===== src/eeprom_pkg.sv =====
package eeprom_pkg;

    // host op codes
    localparam logic [1:0] OP_WRITE = 2'd0;
    localparam logic [1:0] OP_READ  = 2'd1;
    localparam logic [1:0] OP_CFG   = 2'd2;

    localparam int ADDR_W = 11;  // 2 K bytes

    localparam logic [3:0] DEV_CODE_RESET = 4'b1010;

    // memory view of the host word
    typedef struct packed {
        logic [ADDR_W-1:0] addr;
        logic [7:0]        data;
    } mem_word_t;

    // configuration view, same 19 bits
    typedef struct packed {
        logic [13:0] unused;
        logic [3:0]  dev_code;
        logic        wp;
    } cfg_word_t;

    // decoded by op, mem for read/write and cfg for OP_CFG
    typedef union packed {
        mem_word_t mem;
        cfg_word_t cfg;
    } host_word_t;

endpackage


===== src/bus_config_regs.sv =====
`timescale 1ns/1ps
module bus_config_regs
(
    input  logic       CLK,
    input  logic       RESET,
    input  logic       cfg_we,
    input  logic [3:0] cfg_dev_code,
    input  logic       cfg_wp,
    output logic [3:0] dev_code,
    output logic       wp
);
    import eeprom_pkg::*;

    // both fields load together from one configuration command
    always_ff @(posedge CLK)
    begin
        if (RESET)
        begin
            dev_code <= DEV_CODE_RESET;
            wp       <= 1'b0;  // writes allowed after reset
        end
        else if (cfg_we)
        begin
            dev_code <= cfg_dev_code;
            wp       <= cfg_wp;
        end
    end

endmodule


===== src/eeprom_subsystem.sv =====
`timescale 1ns/1ps
module eeprom_subsystem
#(
    parameter int SCL_DIV = 4
)
(
    input  logic                   CLK,
    input  logic                   RESET,
    input  logic                   req,
    input  logic [1:0]             op,
    input  eeprom_pkg::host_word_t word,
    input  logic                   sda_in,
    output logic                   ack,
    output logic [7:0]             rd_data,
    output logic                   nack,
    output logic                   scl,
    output logic                   sda_drive_low
);
    import eeprom_pkg::*;

    logic              start;
    logic              is_read;
    logic [ADDR_W-1:0] addr;
    logic [7:0]        wdata;
    logic              done;
    logic [7:0]        rdata;
    logic              master_nack;
    logic              bus_active;
    logic              scl_fall_mid;
    logic              scl_high_mid;
    logic              cfg_we;
    logic [3:0]        cfg_dev_code;
    logic              cfg_wp;
    logic [3:0]        dev_code;
    logic              wp;

    scl_timer #(.SCL_DIV(SCL_DIV)) u_timer (
        .CLK(CLK), .RESET(RESET), .run(bus_active),
        .scl(scl), .scl_fall_mid(scl_fall_mid), .scl_high_mid(scl_high_mid)
    );

    bus_config_regs u_cfg (
        .CLK(CLK), .RESET(RESET), .cfg_we(cfg_we), .cfg_dev_code(cfg_dev_code),
        .cfg_wp(cfg_wp), .dev_code(dev_code), .wp(wp)
    );

    host_request_port u_port (
        .CLK(CLK), .RESET(RESET), .req(req), .op(op), .word(word), .wp(wp),
        .done(done), .rdata(rdata), .master_nack(master_nack),
        .ack(ack), .rd_data(rd_data), .nack(nack), .start(start),
        .is_read(is_read), .addr(addr), .wdata(wdata), .cfg_we(cfg_we),
        .cfg_dev_code(cfg_dev_code), .cfg_wp(cfg_wp)
    );

    serial_eeprom_master u_master (
        .CLK(CLK), .RESET(RESET), .start(start), .is_read(is_read), .addr(addr),
        .wdata(wdata), .dev_code(dev_code), .scl(scl), .scl_fall_mid(scl_fall_mid),
        .scl_high_mid(scl_high_mid), .sda_in(sda_in), .done(done), .rdata(rdata),
        .nack(master_nack), .bus_active(bus_active), .sda_drive_low(sda_drive_low)
    );

endmodule


===== src/host_request_port.sv =====
`timescale 1ns/1ps
module host_request_port
(
    input  logic                          CLK,
    input  logic                          RESET,
    input  logic                          req,
    input  logic [1:0]                    op,
    input  eeprom_pkg::host_word_t        word,
    input  logic                          wp,
    input  logic                          done,
    input  logic [7:0]                    rdata,
    input  logic                          master_nack,
    output logic                          ack,
    output logic [7:0]                    rd_data,
    output logic                          nack,
    output logic                          start,
    output logic                          is_read,
    output logic [eeprom_pkg::ADDR_W-1:0] addr,
    output logic [7:0]                    wdata,
    output logic                          cfg_we,
    output logic [3:0]                    cfg_dev_code,
    output logic                          cfg_wp
);
    import eeprom_pkg::*;

    localparam logic [1:0] S_IDLE = 2'd0;
    localparam logic [1:0] S_BUSY = 2'd1;
    localparam logic [1:0] S_ACK  = 2'd2;
    localparam logic [1:0] S_WAIT = 2'd3;  // ack high until req drops

    logic [1:0] state;
    logic [1:0] op_q;
    host_word_t word_q;
    logic       local_q;
    logic       take_local;

    // config and protected writes never touch the bus
    assign take_local = !((op == OP_READ) || (op == OP_WRITE && !wp));

    assign ack          = (state == S_WAIT);
    assign is_read      = (op_q == OP_READ);
    assign addr         = word_q.mem.addr;
    assign wdata        = word_q.mem.data;
    assign cfg_dev_code = word_q.cfg.dev_code;
    assign cfg_wp       = word_q.cfg.wp;

    always_ff @(posedge CLK)
    begin
        if (RESET)
        begin
            state   <= S_IDLE;
            start   <= 1'b0;
            cfg_we  <= 1'b0;
            nack    <= 1'b0;
            local_q <= 1'b0;
        end
        else
        begin
            start  <= 1'b0;
            cfg_we <= 1'b0;
            case (state)
                S_IDLE:
                    if (req)
                    begin
                        op_q    <= op;
                        word_q  <= word;
                        local_q <= take_local;
                        start   <= !take_local;
                        state   <= S_BUSY;
                    end
                S_BUSY:
                    if (local_q)
                    begin
                        cfg_we  <= (op_q == OP_CFG);
                        nack    <= (op_q == OP_WRITE);  // refused by wp
                        rd_data <= 8'h00;
                        state   <= S_ACK;
                    end
                    else if (done)
                    begin
                        rd_data <= rdata;
                        nack    <= master_nack;
                        state   <= S_ACK;
                    end
                S_ACK:
                    state <= S_WAIT;
                default:
                    if (!req)
                        state <= S_IDLE;
            endcase
        end
    end

    // host must hold the command until it sees ack
    a_op_stable: assert property (@(posedge CLK) disable iff (RESET)
        (req && !ack && $past(req)) |-> $stable(op));

endmodule


===== src/scl_timer.sv =====
`timescale 1ns/1ps
module scl_timer
#(
    parameter int SCL_DIV = 4
)
(
    input  logic CLK,
    input  logic RESET,
    input  logic run,
    output logic scl,
    output logic scl_fall_mid,
    output logic scl_high_mid
);
    localparam int CNT_W = (SCL_DIV > 1) ? $clog2(SCL_DIV) : 1;
    localparam logic [CNT_W-1:0] CNT_LAST = CNT_W'(SCL_DIV - 1);
    localparam logic [CNT_W-1:0] CNT_MID  = CNT_W'(SCL_DIV / 2);

    logic [CNT_W-1:0] cnt;  // position inside the half period

    always_ff @(posedge CLK)
    begin
        if (RESET || !run)
        begin
            cnt <= '0;
            scl <= 1'b1;  // bus rests with scl high
        end
        else if (cnt == CNT_LAST)
        begin
            cnt <= '0;
            scl <= ~scl;
        end
        else
        begin
            cnt <= cnt + 1'b1;
        end
    end

    assign scl_fall_mid = run && !scl && (cnt == CNT_MID);
    assign scl_high_mid = run && scl && (cnt == CNT_MID);

    // sda moves on a strobe edge, scl must not toggle on that same edge
    a_strobe_off_edge: assert property (@(posedge CLK) disable iff (RESET)
        (scl_fall_mid || scl_high_mid) |=> $stable(scl));

endmodule


===== src/serial_eeprom_master.sv =====
`timescale 1ns/1ps
module serial_eeprom_master
(
    input  logic                          CLK,
    input  logic                          RESET,
    input  logic                          start,
    input  logic                          is_read,
    input  logic [eeprom_pkg::ADDR_W-1:0] addr,
    input  logic [7:0]                    wdata,
    input  logic [3:0]                    dev_code,
    input  logic                          scl,
    input  logic                          scl_fall_mid,
    input  logic                          scl_high_mid,
    input  logic                          sda_in,
    output logic                          done,
    output logic [7:0]                    rdata,
    output logic                          nack,
    output logic                          bus_active,
    output logic                          sda_drive_low
);
    import eeprom_pkg::*;

    localparam logic [3:0] S_IDLE   = 4'd0;
    localparam logic [3:0] S_START  = 4'd1;
    localparam logic [3:0] S_CTRL   = 4'd2;
    localparam logic [3:0] S_ADDR   = 4'd3;
    localparam logic [3:0] S_DATA   = 4'd4;
    localparam logic [3:0] S_RSTART = 4'd5;
    localparam logic [3:0] S_RCTRL  = 4'd6;
    localparam logic [3:0] S_RBYTE  = 4'd7;
    localparam logic [3:0] S_MNACK  = 4'd8;
    localparam logic [3:0] S_STOP   = 4'd9;

    logic [3:0] state;
    logic [7:0] shreg;    // out msb first, in at lsb
    logic [3:0] bit_cnt;  // 8 is the ack slot
    logic [7:0] ctrl_wr;
    logic [7:0] ctrl_rd;
    logic       sending;

    assign ctrl_wr = {dev_code, addr[ADDR_W-1:8], 1'b0};
    assign ctrl_rd = {dev_code, addr[ADDR_W-1:8], 1'b1};

    assign sending = (state == S_CTRL) || (state == S_ADDR) ||
                     (state == S_DATA) || (state == S_RCTRL);

    assign bus_active = (state != S_IDLE);
    assign rdata      = shreg;

    always_ff @(posedge CLK)
    begin
        if (RESET)
        begin
            state         <= S_IDLE;
            bit_cnt       <= 4'd0;
            nack          <= 1'b0;
            done          <= 1'b0;
            sda_drive_low <= 1'b0;
        end
        else
        begin
            done <= 1'b0;
            if (state == S_IDLE)
            begin
                if (start)
                begin
                    nack  <= 1'b0;
                    state <= S_START;
                end
            end
            else if (state == S_START || state == S_RSTART)
            begin
                if (scl_fall_mid)
                    sda_drive_low <= 1'b0;  // line high before repeated start
                else if (scl_high_mid)
                begin
                    sda_drive_low <= 1'b1;  // sda falls while scl high
                    shreg         <= (state == S_START) ? ctrl_wr : ctrl_rd;
                    bit_cnt       <= 4'd0;
                    state         <= (state == S_START) ? S_CTRL : S_RCTRL;
                end
            end
            else if (sending)
            begin
                if (scl_fall_mid)
                begin
                    if (bit_cnt == 4'd8)
                        sda_drive_low <= 1'b0;  // release for slave ack
                    else
                    begin
                        sda_drive_low <= ~shreg[7];
                        shreg         <= {shreg[6:0], 1'b0};
                    end
                end
                else if (scl_high_mid)
                begin
                    if (bit_cnt != 4'd8)
                        bit_cnt <= bit_cnt + 4'd1;
                    else
                    begin
                        bit_cnt <= 4'd0;
                        if (sda_in)
                        begin
                            nack  <= 1'b1;  // no ack, skip the rest
                            state <= S_STOP;
                        end
                        else
                        begin
                            case (state)
                                S_CTRL:
                                begin
                                    shreg <= addr[7:0];
                                    state <= S_ADDR;
                                end
                                S_ADDR:
                                begin
                                    shreg <= wdata;
                                    state <= is_read ? S_RSTART : S_DATA;
                                end
                                S_RCTRL:
                                    state <= S_RBYTE;
                                default:
                                    state <= S_STOP;
                            endcase
                        end
                    end
                end
            end
            else if (state == S_RBYTE)
            begin
                if (scl_high_mid)
                begin
                    shreg <= {shreg[6:0], sda_in};
                    if (bit_cnt == 4'd7)
                    begin
                        bit_cnt <= 4'd0;
                        state   <= S_MNACK;
                    end
                    else
                        bit_cnt <= bit_cnt + 4'd1;
                end
            end
            else if (state == S_MNACK)
            begin
                // sda stays released, single byte read ends with nack
                if (scl_high_mid)
                    state <= S_STOP;
            end
            else
            begin
                if (scl_fall_mid)
                    sda_drive_low <= 1'b1;
                else if (scl_high_mid)
                begin
                    sda_drive_low <= 1'b0;  // stop condition
                    done          <= 1'b1;
                    state         <= S_IDLE;
                end
            end
        end
    end

    a_done_pulse: assert property (@(posedge CLK) disable iff (RESET)
        done |=> !done);

    // sda only moves right after a strobe, stop and start included
    a_sda_on_strobe: assert property (@(posedge CLK) disable iff (RESET)
        $changed(sda_drive_low) |-> $past(scl_fall_mid || scl_high_mid));

    a_sda_at_scl: assert property (@(posedge CLK) disable iff (RESET)
        (done |-> scl));

endmodule


===== config.mk =====
export PLATFORM = sky130hd
export DESIGN_NAME = eeprom_subsystem
export DESIGN_NICKNAME = d
export VERILOG_FILES = /design/src/eeprom_pkg.sv /design/src/bus_config_regs.sv /design/src/eeprom_subsystem.sv /design/src/host_request_port.sv /design/src/scl_timer.sv /design/src/serial_eeprom_master.sv
export SDC_FILE = /design/constraint.sdc
export NUM_CORES = 1
export LEC_CHECK = 0
export BUFFER_PORTS_ARGS = -buffer_cell sky130_fd_sc_hd__buf_2
export CORE_MARGIN = 2
export CORE_UTILIZATION = 55
export DETAILED_ROUTE_END_ITERATION = 16
export PLACE_DENSITY = 0.8
export RECOVER_POWER = 50
export SYNTH_ARGS = -nofsm -noshare
export SYNTH_HDL_FRONTEND = slang
export SYNTH_SLANG_ARGS = --single-unit
export TNS_END_PERCENT = 5

===== constraint.sdc =====
create_clock -name CLK -period 3.65 [get_ports CLK]
set_input_delay 0.73 -clock CLK [delete_from_list [all_inputs] [get_ports CLK]]
set_output_delay 0.73 -clock CLK [all_outputs]
set_load 0.005 [all_outputs]

==> flow_summary.toml <==
[timing]
final.min_clock_period_ps = 2389
post-route-period-util = 0.6545
timing.clock.skew_ps = 10.82
worst_pin_slew_ps = 1254
maxSlewViolCount = 0
timing.max_slew.rel_slack = 0.1638
setup_viol = 0
tns_ps = 0
clock.fmax_mhz = 418.6
count_of_endpoints_failing_hold_in_the_final_timing_report = 0
fin_ws_ps = 1261
hold_ws_ps = 457.8
grt_setup_unrepaired = "false"

[clocking]
clock_transition_time_at_the_flip_flop_clock_pins_of_the_worst_setup_and_hold_paths_ps = 60
hold_buffers = 0
worstSkewPairLatency_ps = 330
root_buffer = "sky130_fd_sc_hd__clkbuf_8"
post_cts_resized = 0
cts.sinks = 62
cts_inserted_buffers = 9
tritoncts = "built"
clock_tree.buffer_depth = 2
postCtsSetupBuffers = 0
htreeDepth = 3

[route]
routed-via-count = 2039
postRouteAntennaNets = 0
firstDrtPassIters = 4
vias_per_cell = 5.511
drt_first_iter_violations = 133
finalWirelength_um = 5418
remaining_drc_errors = 0
routed_wl_per_cell_um = 14.64

[synthesis]
total_of_flip_flops_plus_latches_after_synthesis = 62
synth_warnings = 0
synth_async_sr_flop_share = 0
synth_enable_flop_cells = 37
netlist_area_mm2 = 0.002968
syn_nets = 296
post_synth_num_cell_types = 58
synthesis.instances = 262
portion_of_the_post_synthesis_area_used_by_sequential_elements = 0.5430
postSynth.topFlopCell = "sky130_fd_sc_hd__edfxtp_1"
syn_avg_cell_area_um2 = 11.33

[placement]
pre_cts_setup_slack_ps = 1377
hpwlAfterDp_um = 3879
gpl.final_weighted_congestion = 0.9233
io_buffers = 36
post_dp_cell_area_mm2 = 0.003167

[outcome]
outcome = "finished clean"

[finish]
finish.instance_area_mm2 = 0.003334
nNetsFinal = 329
layout_filler_cell_count = 411
mostFrequentLayoutCells = "sky130_fd_sc_hd__edfxtp_1, sky130_fd_sc_hd__nor2_1, sky130_fd_sc_hd__buf_2, sky130_fd_sc_hd__dfxtp_1, sky130_fd_sc_hd__mux2i_1"
post_route_cells_drive_above_1_share = 0.1800
layout.cells.most_common = "sky130_fd_sc_hd__edfxtp_1"
diodes_inserted = 0
layout-area-overhead-vs-synth_pct = 12.35

[die]
starting_density_of_the_core = 0.5738
die_h_um = 77.46
fp.dieW_um = 77.46
core_area_mm2 = 0.005172
rows = 26
boundaryPins = 37
design.die.area_mm2 = 0.006000

[global_route]
initial_antenna_violation_count = 0
grt_first_pass_wirelength_um = 9501
grt_use_total = 0.2061
global_route.overflow_total = 0
number_of_global_route_vias_before_repair = 2007
grt_start_max_net_pins = 29

[worst_setup_path]
reg2reg_setup_slack_ps = 1350
worst-path-max-fanout = 28
criticalPathCategory = "input port to flip-flop"
worst_ep_required_time_ps = 3590
critPathArrivalTime_ps = 2330
worst_setup_path_end_kind = "flip-flop"
rr_worst_depth = 5
ff_to_ff_end = "u_master.rdata[0]$_DFFE_PP_"
cp-start-kind = "input port"
critical_path.reg2reg.startpoint = "u_master.state[0]$_SDFFE_PP0P_"

[hold_path]
hold_class = "flip-flop to flip-flop"
hold_depth = 1
timing.hold.worst.start = "u_timer.cnt[0]$_SDFF_PP0_"
hold_path_end = "u_timer.cnt[0]$_SDFF_PP0_"

[power]
power-per-cell-area_mw_per_mm2 = 493.1
vdd_drop_max_mv = 0.3289
leakage_nw = 1.197

[job]
timing.max_cap.violations = 0
[layout make-up]
type	count	area, um^2	share of cell area
flip-flops and latches	62	1612	0.4833
well taps	70	87.58	0.02627
inverters	12	45.04	0.01351
multi-input cells	172	1227	0.3681
repair buffers	38	180.2	0.05403
clock buffers	11	131.4	0.03940
clock inverters	5	51.30	0.01538
[sequential cells by signal (all words and copies together), names as in the netlist, 2 cells and up]
name and cells:
u_port.word_q 19, u_master.rdata 8, u_port.rd_data 8, u_cfg.dev_code 4, u_master.bit_cnt 4, u_master.state 4
u_port.op_q 2, u_port.state 2, u_timer.cnt 2
[routing by layer]
| layer | track usage | routed length, um |
|---|---|---|
| met2 | 0.2939 | 2476 |
| met3 | 0.04884 | 279 |
| met4 | 0.1125 | 89 |
| met5 | 0 | 0 |
| met1 | 0.2901 | 2573 |
[worst max-delay path by stage]
stage / from / endpoint / slack [ps] / depth (start not counted)
finish: RESET / u_port.word_q[5]$_DFFE_PP_ / 1260 / 3
global route: RESET / u_port.start$_SDFF_PP0_ / 1090 / 4
CTS: u_master.state[0]$_SDFFE_PP0P_ / u_master.rdata[0]$_DFFE_PP_ / 1360 / 5
detailed placement: u_master.state[0]$_SDFFE_PP0P_ / u_master.rdata[0]$_DFFE_PP_ / 1380 / 5
global placement: u_master.state[1]$_SDFFE_PP0P_ / u_master.rdata[3]$_DFFE_PP_ / 1450 / 5
floorplan: u_master.bit_cnt[0]$_SDFFE_PP0P_ / u_master.rdata[0]$_DFFE_PP_ / 1110 / 6
[cells by family (layout without fill, tap and decap cells)]
logic type      count (synthesis)  after routing  share of synthesized area
compound gates                 57             57                     0.1459
xor+xnor                        3              3                   0.008855
fa+ha+maj                       9              9                    0.03794
buf+inv                        28             66                    0.04342
flops                          62             62                     0.5430
mux                            15             15                    0.05059
simple gates                   88             88                     0.1703
[synth_stat cells (2+ instances only)]
library cell | n | share of area
sky130_fd_sc_hd__o21ai_1 | 2 | 0.0034
sky130_fd_sc_hd__nor4_1 | 4 | 0.0084
sky130_fd_sc_hd__a211o_1 | 3 | 0.0089
sky130_fd_sc_hd__nor3_1 | 4 | 0.0067
sky130_fd_sc_hd__xor2_1 | 2 | 0.0059
sky130_fd_sc_hd__and3b_1 | 2 | 0.0059
sky130_fd_sc_hd__a211oi_4 | 2 | 0.013
sky130_fd_sc_hd__a221oi_1 | 2 | 0.0059
sky130_fd_sc_hd__a211oi_1 | 10 | 0.025
sky130_fd_sc_hd__ha_1 | 9 | 0.038
sky130_fd_sc_hd__clkbuf_1 | 8 | 0.010
sky130_fd_sc_hd__inv_1 | 11 | 0.014
sky130_fd_sc_hd__a31oi_1 | 2 | 0.0042
sky130_fd_sc_hd__nand2_1 | 9 | 0.011
sky130_fd_sc_hd__nor2b_1 | 13 | 0.027
sky130_fd_sc_hd__mux2i_1 | 15 | 0.051
sky130_fd_sc_hd__o21ai_0 | 2 | 0.0034
sky130_fd_sc_hd__edfxtp_1 | 37 | 0.37
sky130_fd_sc_hd__a21o_1 | 8 | 0.020
sky130_fd_sc_hd__buf_6 | 2 | 0.0076
sky130_fd_sc_hd__buf_2 | 4 | 0.0067
sky130_fd_sc_hd__or2_1 | 2 | 0.0042
sky130_fd_sc_hd__nor2_1 | 32 | 0.040
sky130_fd_sc_hd__a21oi_1 | 13 | 0.022
sky130_fd_sc_hd__dfxtp_1 | 25 | 0.17
sky130_fd_sc_hd__nand3_1 | 7 | 0.012
[critical path, cell delays in order]
cell and delay, ps:
sky130_fd_sc_hd__clkbuf_1 480, sky130_fd_sc_hd__nor2_1 240, sky130_fd_sc_hd__clkbuf_1 860
[stage by stage]
step	instances	total power, mW	util
floorplan	262	1.042	-
global placement	354	1.098	0.6122
detailed placement	354	1.111	0.6122
CTS	370	1.663	0.6476
global route	370	1.733	0.6447
finish	370	1.644	0.6447
[where the power goes]
group / internal (mW) / switching (mW)
Clock: 0.311 / 0.241
Combinational: 0.100 / 0.136
Sequential: 0.806 / 0.0507
Total: 1.22 / 0.427
No activity file was read; power rests on OpenSTA's default activity.
